--- src/verilog/layers_pkg.sv ---
/*
 * Widths, types and control words shared by the convolution layer stage.
 * Accumulators wrap if a frame sum needs more than NUM_WIDTH bits.
 * The stage answers only to configuration address CFG_LAYERS.
 */
package layers_pkg;

    localparam int IMG_WIDTH = 8;   // signed pixel
    localparam int KER_WIDTH = 8;   // signed kernel weight
    localparam int NUM_WIDTH = 24;  // headroom for long frames

    typedef logic signed [IMG_WIDTH-1:0] img_t;
    typedef logic signed [KER_WIDTH-1:0] ker_t;
    typedef logic signed [NUM_WIDTH-1:0] num_t;

    localparam int CFG_DWIDTH = 32;
    localparam int CFG_AWIDTH = 5;

    typedef logic [CFG_DWIDTH-1:0] cfg_data_t;
    typedef logic [CFG_AWIDTH-1:0] cfg_addr_t;

    localparam cfg_addr_t CFG_LAYERS = 5'd3;

    typedef struct packed {
        logic       bypass;     // cfg_data[24], skips relu
        logic [7:0] pool_nb;    // cfg_data[23:16], frames per window minus one
        logic [7:0] shift;      // cfg_data[15:8]
    } layer_cfg_t;

    typedef struct packed {
        logic mac_clr;      // zero accumulators
        logic mac_en;       // beat in flight
        logic hold_load;    // frame sums to hold regs
        logic pool_clr;     // new pooling window
        logic pool_en;      // compare add result
        logic result_load;  // capture rescaled pixel
    } lane_ctrl_t;

    typedef enum logic [1:0] {UP_RESET, UP_READY, UP_DONE, UP_CLEAR} up_state_t;

    typedef enum logic [2:0] {
        DN_RESET, DN_READY, DN_ADD, DN_POOL, DN_OPS, DN_CLEAR
    } dn_state_t;

endpackage
--- src/verilog/layer_ctrl.sv ---
/*
 * Configuration register and the two handshake state machines of the stage.
 * GROUP_NB must be a power of two and at least 2.
 * Write the configuration only while no frame is in flight.
 */
`timescale 1ns/1ps

module layer_ctrl #(
    parameter int GROUP_NB = 4
) (
    input  logic                    clk,
    input  logic                    rst,
    input  layers_pkg::cfg_data_t   cfg_data,
    input  layers_pkg::cfg_addr_t   cfg_addr,
    input  logic                    cfg_valid,
    input  logic                    image_val,
    input  logic                    image_last,
    input  logic                    result_rdy,
    output logic                    image_rdy,
    output logic                    kernel_rdy,
    output logic                    result_val,
    output layers_pkg::layer_cfg_t  cfg,
    output layers_pkg::lane_ctrl_t  ctrl
);

    import layers_pkg::*;

    localparam int MAC_LAT = 3;                 // accept to settled sums
    localparam int ADD_LAT = $clog2(GROUP_NB);  // tree depth
    localparam int OPS_LAT = 3;                 // pool plus rectify_rescale

    up_state_t up_state;
    up_state_t up_next;
    dn_state_t dn_state;
    dn_state_t dn_next;

    logic               accept;
    logic               mac_done;
    logic               add_start;
    logic               add_valid;
    logic               last_frame;
    logic [7:0]         pool_cnt;
    logic [MAC_LAT-1:0] last_sr;
    logic [ADD_LAT:0]   add_sr;
    logic [OPS_LAT-1:0] ops_sr;

    assign accept     = image_val && image_rdy;
    assign mac_done   = last_sr[MAC_LAT-1];
    assign add_start  = (up_state == UP_CLEAR) && (dn_state == DN_READY);
    assign add_valid  = add_sr[ADD_LAT];
    assign last_frame = (pool_cnt >= cfg.pool_nb);

    always_ff @(posedge clk) begin
        if (rst) begin
            cfg <= '0;
        end else if (cfg_valid && (cfg_addr == CFG_LAYERS)) begin
            cfg.bypass  <= cfg_data[24];
            cfg.pool_nb <= cfg_data[23:16];
            cfg.shift   <= cfg_data[15:8];
        end
    end

    always_ff @(posedge clk) begin
        if (rst) begin
            up_state <= UP_RESET;
            dn_state <= DN_RESET;
        end else begin
            up_state <= up_next;
            dn_state <= dn_next;
        end
    end

    always_comb begin
        up_next = up_state;
        case (up_state)
            UP_RESET: begin
                if (dn_state != DN_RESET) begin    // down side out of reset first
                    up_next = UP_READY;
                end
            end
            UP_READY: begin
                if (accept && image_last) begin
                    up_next = UP_DONE;
                end
            end
            UP_DONE: begin
                if (mac_done) begin
                    up_next = UP_CLEAR;
                end
            end
            UP_CLEAR: begin
                if (dn_state == DN_READY) begin
                    up_next = UP_RESET;
                end
            end
            default: up_next = UP_RESET;
        endcase
    end

    always_comb begin
        dn_next = dn_state;
        case (dn_state)
            DN_RESET: dn_next = DN_READY;
            DN_READY: begin
                if (up_state == UP_CLEAR) begin
                    dn_next = DN_ADD;
                end
            end
            DN_ADD: begin
                if (add_valid) begin
                    dn_next = DN_POOL;
                end
            end
            DN_POOL: dn_next = last_frame ? DN_OPS : DN_READY;
            DN_OPS: begin
                if (ctrl.result_load) begin
                    dn_next = DN_CLEAR;
                end
            end
            DN_CLEAR: begin
                if (result_rdy) begin
                    dn_next = DN_RESET;
                end
            end
            default: dn_next = DN_RESET;
        endcase
    end

    always_ff @(posedge clk) begin
        if (rst) begin
            kernel_rdy <= 1'b0;
            last_sr    <= '0;
            add_sr     <= '0;
            ops_sr     <= '0;
        end else begin
            kernel_rdy <= accept;
            last_sr    <= {last_sr[MAC_LAT-2:0], accept && image_last};
            add_sr     <= {add_sr[ADD_LAT-1:0], add_start};
            ops_sr     <= {ops_sr[OPS_LAT-2:0], (dn_state == DN_POOL) && last_frame};
        end
    end

    // frames seen in the current window
    always_ff @(posedge clk) begin
        if (rst || dn_state == DN_RESET) begin
            pool_cnt <= '0;
        end else if (dn_state == DN_POOL) begin
            pool_cnt <= pool_cnt + 8'd1;
        end
    end

    // lane controls leave from flops, they fan out to every lane
    always_ff @(posedge clk) begin
        if (rst) begin
            ctrl <= '0;
        end else begin
            ctrl.mac_clr     <= (up_state == UP_RESET);
            ctrl.mac_en      <= accept;     // copy of kernel_rdy
            ctrl.hold_load   <= (up_state == UP_DONE) && mac_done;
            ctrl.pool_clr    <= (dn_state == DN_RESET);
            ctrl.pool_en     <= (dn_state == DN_POOL);
            ctrl.result_load <= ops_sr[OPS_LAT-1];
        end
    end

    assign image_rdy  = (up_state == UP_READY);
    assign result_val = (dn_state == DN_CLEAR);

endmodule

--- config.mk ---
export PLATFORM = sky130hd
export DESIGN_NAME = layer_ctrl
export DESIGN_NICKNAME = d
export VERILOG_FILES = /design/src/verilog/layers_pkg.sv /design/src/verilog/layer_ctrl.sv
export SDC_FILE = /design/constraint.sdc
export NUM_CORES = 1
export LEC_CHECK = 0
export BUFFER_PORTS_ARGS = -buffer_cell sky130_fd_sc_hd__buf_2
export CAP_MARGIN = 30
export CELL_PAD_IN_SITES_DETAIL_PLACEMENT = 1
export CELL_PAD_IN_SITES_GLOBAL_PLACEMENT = 2
export CORE_ASPECT_RATIO = 1.5
export CORE_MARGIN = 4
export CORE_UTILIZATION = 30
export CTS_BUF_LIST = sky130_fd_sc_hd__clkbuf_4
export DETAILED_ROUTE_END_ITERATION = 6
export PLACE_DENSITY_LB_ADDON = 0.1
export REMOVE_ABC_BUFFERS = 1
export SLEW_MARGIN = 10
export SYNTH_ARGS = -nofsm -noshare
export SYNTH_HDL_FRONTEND = slang
export SYNTH_SLANG_ARGS = --single-unit
--- constraint.sdc ---
create_clock -name clk -period 2 [get_ports clk]
set_input_delay 0.4 -clock clk [delete_from_list [all_inputs] [get_ports clk]]
set_output_delay 0.4 -clock clk [all_outputs]
set_load 0.02 [all_outputs]
# Word level (Yosys, flattened, before mapping)
# Cells that the tools add are included.
# W data, S select, Z words.
# totals
ff_bits	45
latch_bits	0
ramBits	0
romBits	0
out_inout_bits	26
mem_count	0
# op_classes
add_sub_neg	1
mul	0
div	0
n_lt_le_gt_ge	1
n_eq_ne	17
shifts	0
n_mux	11
bitwise	0
reduce_logical	12
# op_table
cell	count
$pmux W3 S6	1
$mux W3	5
$ne A2 B2 Y1 const B	6
$add A8 B1 Y8 const B	1
$ge A8 B8 Y1	1
$mux W2	4
$pmux W2 S4	1
$reduce_and A4 Y1	2
$eq A3 B2 Y1 const B	2
$eq A3 B3 Y1 const B	2
$logic_and A1 B1 Y1	6
$eq A5 B2 Y1 const B	1
$eq A2 B2 Y1 const B	2
$ne A2 B1 Y1 const B	2
$eq A3 B1 Y1 const B	1
$logic_not A3 Y1	1
$reduce_bool A3 Y1	1
$eq A2 B1 Y1 const B	1
$logic_not A2 Y1	1
$logic_or A1 B1 Y1	1

# Logic depth before layout (Yosys ltp)
# Gate-level depths: netlist of run 1.
# logic_depth
ltp_word	5
depth_mapped	6

# Worst setup path before layout of run 1
# Ideal clock, no wire load.
# synth_timing
path_kind	register to register
from	reg cfg[8] (netlist bit)
to	reg dn_state[2]
setup_ns	0.122
arrival_time_ns	1.629
t_required_ns	1.878
slack_ns	0.249
path_stages_with_launch	6
n_path_buf	0
path_cell_list	dfxtp_1 > ha_1 > nand2b_1 > a2111oi_2 > nor3_1 > o311a_1
# synth_via
elab_chain_cells	3
# synth_lines
element	line	source
start: declaration	layer_ctrl.sv:22	output layers_pkg::layer_cfg_t cfg,
$ge A8 B8 Y1	layer_ctrl.sv:51	assign last_frame = (pool_cnt >= cfg.pool_nb);
$mux W3	layer_ctrl.sv:114	DN_POOL: dn_next = last_frame ? DN_OPS : DN_READY;
$pmux W3 S6	layer_ctrl.sv:102	case (dn_state)
end signal: assignment	layer_ctrl.sv:69	dn_state <= dn_next;
end: declaration	layer_ctrl.sv:34	dn_state_t dn_state;
# No other way between the ends.
# A chain may end at the register's enable or synchronous reset.

# Worst setup path in the final report of run 1
# layout_timing
from	reg pool_cnt[0]
to	reg dn_state[2]
# layout_via
elab_chain_cells	3
# layout_lines
element	line	source
start: declaration	layer_ctrl.sv:42	logic [7:0] pool_cnt;
start signal: assignment	layer_ctrl.sv:148	pool_cnt <= pool_cnt + 8'd1;
$ge A8 B8 Y1	layer_ctrl.sv:51	
$mux W3	layer_ctrl.sv:114	
$pmux W3 S6	layer_ctrl.sv:102	
# No other way between the ends.

==> results of run 1 <==
[placed cells by master (no fill, tap or decap), drive strengths merged, types with 2 or more instances in the layout]
cell / count
and3: 3
nor2b: 10
xnor2: 4
nor3: 4
nor3b: 2
ha: 13
or3: 2
o22ai: 2
a2111oi: 2
nand2b: 2
clkinvlp: 3
mux2i: 19
nor2: 27
nor4: 2
clkbuf: 5
dfxtp: 45
nand2: 9
inv: 14
and2: 2
a21oi: 5
o21ai: 4
buf: 56
[layer usage]
metal  GRT usage [%]  up-vias  share of wire [%]
met3            2.63        7                4.4
met1            12.6      711                 38
li1                -      774                  -
met2            22.5       31                 56
met4            3.89        0                1.3
met5               0        -                  0
[kinds of logic after synthesis]
logic type               count (synthesis)
AND/OR/NAND/NOR                         70
multiplexers                            19
flip-flops                              45
adder cells (fa/ha/maj)                 13
XOR/XNOR                                 5
AO/OA/AOI/OAI                           22
buffers and inverters                   22
[sequential cells by signal (all words and copies together), names as in the netlist]
register and cells:
add_sr 3, cfg 17, ctrl 6, dn_state 3, last_sr 3, ops_sr 3
pool_cnt 8, up_state 2
[final cells by class]
| class | count | share of cell area [%] |
|---|---|---|
| multi-input combinational | 129 | 39.8 |
| clock inverter | 3 | 0.964 |
| sequential | 45 | 38.5 |
| inverter | 14 | 2.25 |
| timing repair buffer | 56 | 12.8 |
| tap | 74 | 3.96 |
| clock buffer | 5 | 1.61 |
[worst min-delay path by stage]
stage | end | depth (start not counted) | startpoint | slack (ns)
3_5_place_dp | add_sr[1] | 1 | add_sr[0] | 0.43
4_1_cts | cfg[10] | 3 | cfg_data[18] | 0.25
6_report | last_sr[0] | 2 | image_last | 0.26
5_1_grt | last_sr[0] | 2 | image_last | 0.26
2_1_floorplan | add_sr[1] | 1 | add_sr[0] | 0.41
3_3_place_gp | ops_sr[2] | 1 | ops_sr[1] | 0.42
[where the power goes]
group	total, uW	leakage (uW)	internal [uW]	switching, uW
logic	317	0.000627	147	170
registers	973	0.000364	939	34.0
clock network	443	0.0000234	136	307
[worst max-delay path, stage by stage (launching register included)]
cell and delay, ns:
dfxtp_1 0.38, inv_1 0.08, ha_1 0.26, nand2b_1 0.15, a2111oi_2 0.35, nor3_1 0.14
o311a_1 0.36
[metrics by stage]
step                cells  utilization (%)  worst slack (ns)  power (uW)  hold WS [ns]
CTS                   326             37.6             0.175        1780         0.248
global placement      318             36.6             0.198        1320         0.417
floorplan             188                -             0.244        1200         0.414
global route          326             37.6            0.0674        1850         0.259
finish                326             37.6             0.193        1730         0.264
detailed placement    318             36.6             0.207        1320         0.430
==> summary.md, run 1 <==
| Metric | Value |
|---|---|
| CTS Buffer Depth | 2 |
| Pwr/cell area | 742 mW/mm^2 |
| RSZ-0062 raised after global routing | false |
| Total negative slack | 0 ns |
| Clock H-tree levels | 2 |
| Post-CTS sizing | 0 |
| Final-report setup violation count | 0 |
| Yosys top cell by area | dfxtp_1 |
| Dominant cells by area after synthesis | dfxtp_1, mux2i_1, ha_1 |
| Post-CTS Hold Buffers | 0 |
| Routed WL | 4.31 mm |
| Vias | 1,523 |
| Number of library cell types mapped by synthesis | 43 |
| Synth Area in Simple Gates | 19.2% |
| Dpl hpwl | 3.40 mm |
| Final period utilization | 90.3% |
| Post-synthesis xor/xnor area fraction | 2.25% |
| Fmax | 0.553 GHz |
| Slew Viols, Final | 0 |
| MaxCap Viol Count | 0 |
| Layout area overhead | 20.2% |
| Vias in the first global route | 1,569 |
| Top-count cell post-synth | dfxtp_1 |
| FF-to-FF End | dn_state[2] |
| Main combinational cell family by area after synthesis | simple AND/OR/NAND/NOR gates |
| Clk_lat worst skew | 0.35 ns |
| Tmin final | 1.81 ns |
| Final nets | 307 |
| Placer Congestion | 0.657 |
| Slew HR | 71.9% |
| Clock root buffer | clkbuf_4 |
| Initial antenna violation count | 0 |
| Per-cell routed wire length | 13.2 um |
| Port-buffer cells | 53 |
| CP Launch Type | flip-flop |
| Post-DRT Antenna Nets | 0 |
| Commonest cells in the netlist | dfxtp_1, nor2_1, mux2i_1 |
| CTS buffer count | 5 |
| Worst Setup End Kind | flip-flop |
| Row cnt | 35 |
| Drt drc | 0 |
| Main synth FF type | dfxtp_1 |
| Tightest Hold Check Type | in2reg |
| Area share of the largest cell type after synthesis | 46.3% |
| Design area | 0.00234 mm^2 |
| Die Area | 0.00786 mm^2 |
| Io pins | 69 |
| Flops & latches, synth | 45 |
| Setup Buffers After CTS | 0 |
| Hold Violations, Final | 0 |
| CP startpoint | pool_cnt[0] |
| CTS tree | built |
| Status | finished clean |
| Synth Cell Area | 0.00194 mm^2 |
| FILL cells | 768 |
| Register area share after synthesis | 46.3% |
| Clock Pin Slew Worst Setup and Hold Paths | 0.14 ns |
| Crit Path Class | reg2reg |
| Adder-Cell Fraction of Synth Area | 8.37% |
| First-pass GRT wire length | 7.25 mm |
| Clock Sinks | 45 |
| Die height | 107 um |
| Asr flop ratio synth | 0% |
| Placed instance area | 0.00228 mm^2 |
| Core area | 0.00622 mm^2 |
| Area of the multi-input gates | 931 um^2 |
| Setup crit end | dn_state[2] |
| Critical path required time | 2.26 ns |
| Critical path data arrival time | 2.07 ns |
| Reg area | 901 um^2 |
| Syn avg cell area | 9.92 um^2 |
| Worst vdd ir | 0.232 mV |
| R2R depth | 6 |
| Worst-path fanout max | 3 |
| Static Leak | 0.00101 uW |
| Vias/cell | 4.67 |
| Initial Utilization | 31.3% |
| Layout cells sized above 1 | 26.6% |
| First-pass DRT Iterations | 2 |
| Mux cell area share after synthesis | 9.78% |
| Drt first-iter violations | 50 |
| Synth Instances | 196 |
| Synth warn | 0 |
| Largest net degree at the start of global routing | 18 |
| Slew @ Worst Pin | 0.421 ns |
| Antenna Cells | 0 |
| Reg2Reg Setup Slack | 0.19 ns |
| Clock Skews | 0.00226 ns |
| Number of flops mapped to enable cells by yosys | 0 |
| Global route overflow | 0 |
| Die Wd | 73.7 um |
| Compound-Gate Fraction of Synth Area | 8.30% |
| Total GRT Usage | 11.9% |
| Critical R2R Launch | pool_cnt[0] |
Power figures use the tool's default switching activity.
==> inputs of run 2 (changes only) <==
--- a/config.mk
+++ b/config.mk
@@ -5,15 +5,15 @@
 export SDC_FILE = /design/constraint.sdc
 export NUM_CORES = 1
 export LEC_CHECK = 0
-export BUFFER_PORTS_ARGS = -buffer_cell sky130_fd_sc_hd__buf_2
 export CAP_MARGIN = 30
 export CELL_PAD_IN_SITES_DETAIL_PLACEMENT = 1
 export CELL_PAD_IN_SITES_GLOBAL_PLACEMENT = 2
 export CORE_ASPECT_RATIO = 1.5
 export CORE_MARGIN = 4
-export CORE_UTILIZATION = 30
+export CORE_UTILIZATION = 38
 export CTS_BUF_LIST = sky130_fd_sc_hd__clkbuf_4
 export DETAILED_ROUTE_END_ITERATION = 6
+export DONT_BUFFER_PORTS = 1
 export PLACE_DENSITY_LB_ADDON = 0.1
 export REMOVE_ABC_BUFFERS = 1
 export SLEW_MARGIN = 10
==> run 2 against run 1 <==
Net effect: fmax down 1.6%; clock power is 22% higher; largest power group unchanged; routed wire length shrank 4.5%; register-to-register slack worse by 0.03 ns; clock skew up 0.0040 ns; die area is 19% lower; sequential power up 2.7%; largest cell class unchanged; critical path depth stayed put; count of clock-buffer cells in the layout unchanged; cell count decreased by 17%.
==> summary.md, run 2 (synthesis results as in run 1) <==
| Metric | Value |
|---|---|
| Routed WL | 4.12 mm (-4.5%) |
| First-pass DRT Iterations | 2 (unchanged) |
| Pwr/cell area | 845 mW/mm^2 (+14%) |
| Dpl hpwl | 3.22 mm (-5.0%) |
| Total GRT Usage | 14.2% (+2.3 points) |
| Die Area | 0.00635 mm^2 (-19%) |
| Core area | 0.00489 mm^2 (-21%) |
| Final-report setup violation count | 0 (unchanged) |
| Critical path data arrival time | 2.09 ns (+0.02 ns) |
| Worst vdd ir | 0.330 mV (+42%) |
| Setup Buffers After CTS | 0 (unchanged) |
| Final period utilization | 91.8% (+1.4 points) |
| CP delay by family, top | compound AO/OA/AOI/OAI gates |
| Clock H-tree levels | 2 (unchanged) |
| Critical path, cell by cell | inv_1 > ha_1 > nand2b_1 > a2111oi_2 > nor3_1 > o311a_1 |
| Global route overflow | 0 (unchanged) |
| R2R depth | 6 (unchanged) |
| Int Power | 1310 uW (+7.2%) |
| Comb power frac | 13.4% (-4.9 points) |
| CTS Buffer Depth | 2 (unchanged) |
| Total negative slack | 0 ns (unchanged) |
| Placed instance count | 262 (-18%) |
| Clock Skews | 0.00621 ns (+0.00395 ns) |
| Reg area | 901 um^2 (unchanged) |
| MaxCap Viol Count | 0 (unchanged) |
| Placer Congestion | 0.721 (+9.6%) |
| Sw Share | 26.4% (-3.1 points) |
| FILL cells | 607 (-21%) |
| Post-CTS Hold Buffers | 0 (unchanged) |
| Vias/cell | 5.16 (+10%) |
| Port-buffer cells | 0 (-100%) |
| Area of the multi-input gates | 931 um^2 (unchanged) |
| CTS tree | built |
| Drt drc | 0 (unchanged) |
| Die height | 95.6 um (-10%) |
| Slew Viols, Final | 0 (unchanged) |
| Critical path's slowest cell | dfxtp_1 |
| Antenna Cells | 0 (unchanged) |
| Switching pwr | 471 uW (-8.0%) |
| Vias | 1,393 (-8.5%) |
| Layout cells sized above 1 | 8.82% (-18 points) |
| Clock share of power | 30.4% (+4.8 points) |
| Fmax | 0.545 GHz (-1.6%) |
| Worst Setup End Kind | flip-flop |
| Tightest Hold Check Type | in2reg |
| Clock Pin Slew Worst Setup and Hold Paths | 0.13 ns (about the same) |
| Per-cell routed wire length | 15.3 um (+15%) |
| Most frequent cells in the layout | dfxtp_1, nor2_1, mux2i_1 |
| Clk_lat worst skew | 0.35 ns (about the same) |
| Top flop regs | cfg (17), pool_cnt (8), ctrl (6) |
| Slew @ Worst Pin | 0.419 ns (-0.00239 ns) |
| FF-to-FF End | dn_state[2] |
| Sequential share of power | 56.1% (about the same) |
| Status | finished clean |
| Hold Violations, Final | 0 (unchanged) |
| CP Launch Type | flip-flop |
| Critical path's largest stage delay | 0.38 ns (about the same) |
| CP startpoint | pool_cnt[0] |
| First-pass GRT wire length | 6.84 mm (-5.7%) |
| Slew HR | 72.0% (about the same) |
| Worst-path fanout max | 3 (unchanged) |
| Commonest non-fill, non-tap cell in the layout | dfxtp_1 |
| Post-CTS sizing | 0 (unchanged) |
| Setup crit end | dn_state[2] |
| Reg2Reg Setup Slack | 0.16 ns (-0.03 ns) |
| Post-route insts no fill | 270 (-17%) |
| Row cnt | 31 (-11%) |
| Crit Path Class | reg2reg |
| Critical Path Stages | 6 (unchanged) |
| Critical R2R Launch | pool_cnt[0] |
| Max reg flops | 17 (unchanged) |
| Final nets | 259 (-16%) |
| Buf+Inv Stages, Crit Path | 1 (unchanged) |
| Clock root buffer | clkbuf_4 |
| Die Wd | 66.4 um (-9.9%) |
| Layout area overhead | 8.30% |
| Static Leak | 0.000808 uW (-20%) |
| Largest net degree at the start of global routing | 33 (+15) |
| Post-DRT Antenna Nets | 0 (unchanged) |
| CTS buffer count | 5 (unchanged) |
| Vias in the first global route | 1,529 (-2.5%) |
| Io pins | 69 (unchanged) |
| Drt first-iter violations | 44 (-12%) |
| Tmin final | 1.84 ns (+0.0285 ns) |
| RSZ-0062 raised after global routing | false |
| Initial antenna violation count | 0 (unchanged) |
| Critical path required time | 2.25 ns (about the same) |
| Clock Sinks | 45 (unchanged) |
| Initial Utilization | 39.8% (+8.5 points) |
| Largest reg by FF count | cfg |
-- run 2: worst min-delay path by stage --
stage | depth (start not counted) | start | to | slack, ns
after CTS | 1 | rst | cfg[0] | 0.09
after detailed placement | 1 | last_sr[0] | last_sr[1] | 0.44
final | 1 | rst | cfg[7] | 0.1
after floorplan | 1 | add_sr[0] | add_sr[1] | 0.41
after global placement | 1 | ops_sr[0] | ops_sr[1] | 0.42
after global routing | 1 | rst | cfg[4] | 0.07
-- run 2: power by group through the flow --
stage          logic, uW  registers [uW]  clock network [uW]
2_1_floorplan        192            1010                   0
3_3_place_gp         224            1020                   0
3_5_place_dp         244            1020                   0
4_1_cts              244            1000                 567
5_1_grt              273            1000                 602
6_report             239             999                 542
-- run 2: through the flow --
| step | utilization, % | setup WS (ns) | power, uW | cell area, um^2 | hold WS [ns] |
|---|---|---|---|---|---|
| 6_report | 43.1 | 0.164 | 1780 | 2110 | 0.0985 |
| 5_1_grt | 43.1 | 0.0425 | 1880 | 2110 | 0.0661 |
| 4_1_cts | 43.1 | 0.124 | 1810 | 2110 | 0.0875 |
| 3_5_place_dp | 41.5 | 0.152 | 1260 | 2030 | 0.437 |
| 3_3_place_gp | 41.5 | 0.221 | 1240 | 2030 | 0.418 |
| 2_1_floorplan | - | 0.244 | 1200 | 1880 | 0.414 |
-- run 2: cell type report --
| class | instances | area share (%) |
|---|---|---|
| Clock buffer | 5 | 1.78 |
| Clock inverter | 3 | 1.96 |
| Inverter | 14 | 2.50 |
| Multi-Input combinational cell | 129 | 44.2 |
| Sequential cell | 45 | 42.8 |
| Tap cell | 66 | 3.92 |
| Timing Repair Buffer | 8 | 2.85 |
-- run 2: per-layer routing --
| layer | vias up | global-route usage (%) | share of wire, % |
|---|---|---|---|
| li1 | 679 | - | - |
| met1 | 671 | 13.7 | 37 |
| met2 | 35 | 27.8 | 56 |
| met3 | 8 | 3.77 | 5.3 |
| met4 | 0 | 5.59 | 1.9 |
| met5 | - | 0 | 0 |
==> inputs of run 3 (changes only) <==
--- a/config.mk
+++ b/config.mk
@@ -5,12 +5,13 @@
 export SDC_FILE = /design/constraint.sdc
 export NUM_CORES = 1
 export LEC_CHECK = 0
+export ABC_AREA = 1
 export CAP_MARGIN = 30
 export CELL_PAD_IN_SITES_DETAIL_PLACEMENT = 1
 export CELL_PAD_IN_SITES_GLOBAL_PLACEMENT = 2
 export CORE_ASPECT_RATIO = 1.5
 export CORE_MARGIN = 4
-export CORE_UTILIZATION = 38
+export CORE_UTILIZATION = 35
 export CTS_BUF_LIST = sky130_fd_sc_hd__clkbuf_4
 export DETAILED_ROUTE_END_ITERATION = 6
 export DONT_BUFFER_PORTS = 1
==> run 3 against run 2 <==
Net effect: combinational power increased by 77%; cell area decreased by 0.59%; core utilization decreased by 4.7 points; hold slack got worse by 0.0037 ns; sequential share of layout area increased by 0.26 points; routed wire length increased by 8.7%; clock power decreased by 14%; global-route usage decreased by 0.52 points; critical path type is now reg2out; largest power group unchanged.
==> summary.md, run 3 <==
| Metric | Value |
|---|---|
| Placed instance count | 319 (+22%) |
| Critical path's largest stage delay | 0.54 ns (+0.16 ns) |
| Commonest cells in the netlist | dfxtp_1, nand2_1, inv_1 |
| Clock H-tree levels | 2 (unchanged) |
| Layout area overhead | 6.76% |
| Dominant cells by area after synthesis | dfxtp_1, ha_1, nand2_1 |
| Compound-Gate Fraction of Synth Area | 11.6% (+3.2 points) |
| Port-buffer cells | 0 (unchanged) |
| Hold Violations, Final | 0 (unchanged) |
| Dpl hpwl | 3.46 mm (+7.2%) |
| Critical path required time | 1.60 ns (-0.65 ns) |
| Worst vdd ir | 0.448 mV (+36%) |
| Reg2Reg Setup Slack | 0.38 ns (+0.22 ns) |
| Status | finished clean |
| Critical path, cell by cell | nand2_1 > nor2_1 |
| Static Leak | 0.000847 uW (+4.9%) |
| Largest reg by FF count | cfg |
| Initial Utilization | 36.0% (-3.8 points) |
| Per-cell routed wire length | 13.7 um (-10%) |
| Max reg flops | 17 (unchanged) |
| Vias | 1,589 (+14%) |
| Post-CTS Hold Buffers | 0 (unchanged) |
| Worst hold path cell count | 1 (unchanged) |
| Yosys top cell by area | dfxtp_1 |
| Synth Cell Area | 0.00196 mm^2 (+0.84%) |
| Largest net degree at the start of global routing | 30 (-9.1%) |
| Die height | 99.7 um (+4.2%) |
| CTS buffer count | 5 (unchanged) |
| FF-to-FF End | dn_state[0] |
| Tmin final | 1.73 ns (-0.110 ns) |
| First-pass DRT Iterations | 2 (unchanged) |
| Main combinational cell family by area after synthesis | simple AND/OR/NAND/NOR gates |
| Core area | 0.00545 mm^2 (+12%) |
| CTS Buffer Depth | 2 (unchanged) |
| Post-synthesis xor/xnor area fraction | 0.447% (-1.8 points) |
| Clock root buffer | clkbuf_4 |
| Flops & latches, synth | 45 (unchanged) |
| Final period utilization | 86.3% (-5.5 points) |
| Post-DRT Antenna Nets | 0 (unchanged) |
| Io pins | 69 (unchanged) |
| Pwr/cell area | 928 mW/mm^2 (+9.7%) |
| Critical path data arrival time | 1.33 ns (-0.76 ns) |
| Syn avg cell area | 7.72 um^2 (-22%) |
| First-pass GRT wire length | 7.51 mm (+9.9%) |
| Worst Setup End Kind | primary output |
| Synth Instances | 254 (+30%) |
| Mux cell area share after synthesis | 0% (-9.8 points) |
| Tightest Hold Check Type | in2reg |
| Setup crit end | result_val |
| CP startpoint | dn_state[0] |
| Number of flops mapped to enable cells by yosys | 0 (unchanged) |
| Number of library cell types mapped by synthesis | 26 (-40%) |
| Total GRT Usage | 13.7% (-0.52 points) |
| Drt first-iter violations | 37 (-16%) |
| Post-CTS sizing | 0 (unchanged) |
| Global route overflow | 0 (unchanged) |
| Die Wd | 69.1 um (+4.1%) |
| Commonest non-fill, non-tap cell in the layout | dfxtp_1 |
| Initial antenna violation count | 0 (unchanged) |
| Synth warn | 0 (unchanged) |
| Die Area | 0.00689 mm^2 (+8.5%) |
| RSZ-0062 raised after global routing | false |
| Drt drc | 0 (unchanged) |
| Slew @ Worst Pin | 0.395 ns (-0.0243 ns) |
| Fmax | 0.579 GHz (+6.3%) |
| CP Launch Type | flip-flop |
| Vias in the first global route | 1,629 (+6.5%) |
| Layout cells sized above 1 | 8.95% (+0.13 points) |
| Top-count cell post-synth | dfxtp_1 |
| Slew Viols, Final | 0 (unchanged) |
| Antenna Cells | 0 (unchanged) |
| Adder-Cell Fraction of Synth Area | 8.30% (-0.069 points) |
| CTS tree | built |
| Slew HR | 73.7% (+1.7 points) |
| Top flop regs | cfg (17), pool_cnt (8), ctrl (6) |
| Clock Skews | 0.0131 ns (+0.00688 ns) |
| R2R depth | 9 (+3) |
| Place WS | 0.367 ns (+0.215 ns) |
| Worst-path fanout max | 8 (+5) |
| Clk_lat worst skew | 0.35 ns (about the same) |
| Row cnt | 33 (+6.5%) |
| Routed WL | 4.48 mm (+8.7%) |
| Vias/cell | 4.86 (-5.8%) |
| Area share of the largest cell type after synthesis | 45.9% (-0.38 points) |
| Setup slack after layout | 0.274 ns (+0.110 ns) |
| Crit Path Class | reg2out |
| Post-route insts no fill | 327 (+21%) |
| Final-report setup violation count | 0 (unchanged) |
| Placer Congestion | 0.744 (+3.2%) |
| Most frequent cells in the layout | dfxtp_1, nand2_1, inv_1 |
| Final nets | 312 (+20%) |
| MaxCap Viol Count | 0 (unchanged) |
| Clock Sinks | 45 (unchanged) |
| Clock Pin Slew Worst Setup and Hold Paths | 0.14 ns (about the same) |
| Main synth FF type | dfxtp_1 |
| Setup Buffers After CTS | 0 (unchanged) |
| Register area share after synthesis | 45.9% (-0.38 points) |
| Critical R2R Launch | cfg[13] |
| Critical path's slowest cell | dfxtp_1 |
| Synth Area in Simple Gates | 24.2% (+5.0 points) |
| Asr flop ratio synth | 0% (unchanged) |
==> run 3: changes by cell type in the layout (fill, tap and decap cells not counted), moves of 4 or more <==
cell and delta:
nand2_1 +34, nand3_1 +17, nor2b_1 -10, mux2i_1 -19, xnor2_1 -4, a21oi_1 +22
inv_1 +21, buf_4 -4, o21ai_0 +11
==> run 3: kinds of logic after synthesis <==
group | Yosys count
buffers and inverters | 47
adder cells (fa/ha/maj) | 13
XOR/XNOR | 1
flip-flops | 45
AO/OA/AOI/OAI | 44
AND/OR/NAND/NOR | 104
==> run 3: cell type report <==
cell class	instances	area (um^2)
multi-input cells	162	872
inverters	38	143
flip-flops and latches	45	901
clock buffers	8	60.1
well taps	70	87.6
fillers	694	3360
repair buffers	4	30.0
==> run 3: metal layers <==
layer	GRT usage, %	routed length (um)	part of all wire, %
met1	14.1	1830	41
met5	0	0	0
met4	5.86	80	1.8
met2	26.0	2390	53
met3	3.34	171	3.8
==> run 3: worst min path at each step <==
stage | from | end
floorplan | add_sr[0] | add_sr[1]
detailed placement | last_sr[1] | last_sr[2]
global placement | last_sr[1] | last_sr[2]
finish | rst | dn_state[2]
CTS | rst | dn_state[2]
global route | rst | cfg[6]
==> run 3: through the flow <==
step	total power (uW)	hold slack, ns	TNS [ns]	area [um^2]	utilization (%)
after global placement	1500	0.396	0	2030	37.3
after detailed placement	1510	0.398	0	2030	37.3
after global routing	2100	0.0670	0	2090	38.4
final	1940	0.0948	0	2090	38.4
after floorplan	1390	0.388	-4.65	1920	-
after CTS	1980	0.0737	0	2090	38.4
==> run 3: where the power goes <==
part | leakage, uW | internal (uW) | total [uW] | switching (uW)
Combinational | 0.000446 | 146 | 423 | 277
Sequential | 0.000364 | 963 | 1050 | 90.5
Clock | 0.0000368 | 181 | 466 | 284
Total | 0.000847 | 1290 | 1940 | 652
==> run 3: critical path: cells and delay by family, from the launching register on <==
kind             cells  cell delay (ns)
flip-flops           1             0.54
AND/OR/NAND/NOR      2             0.44
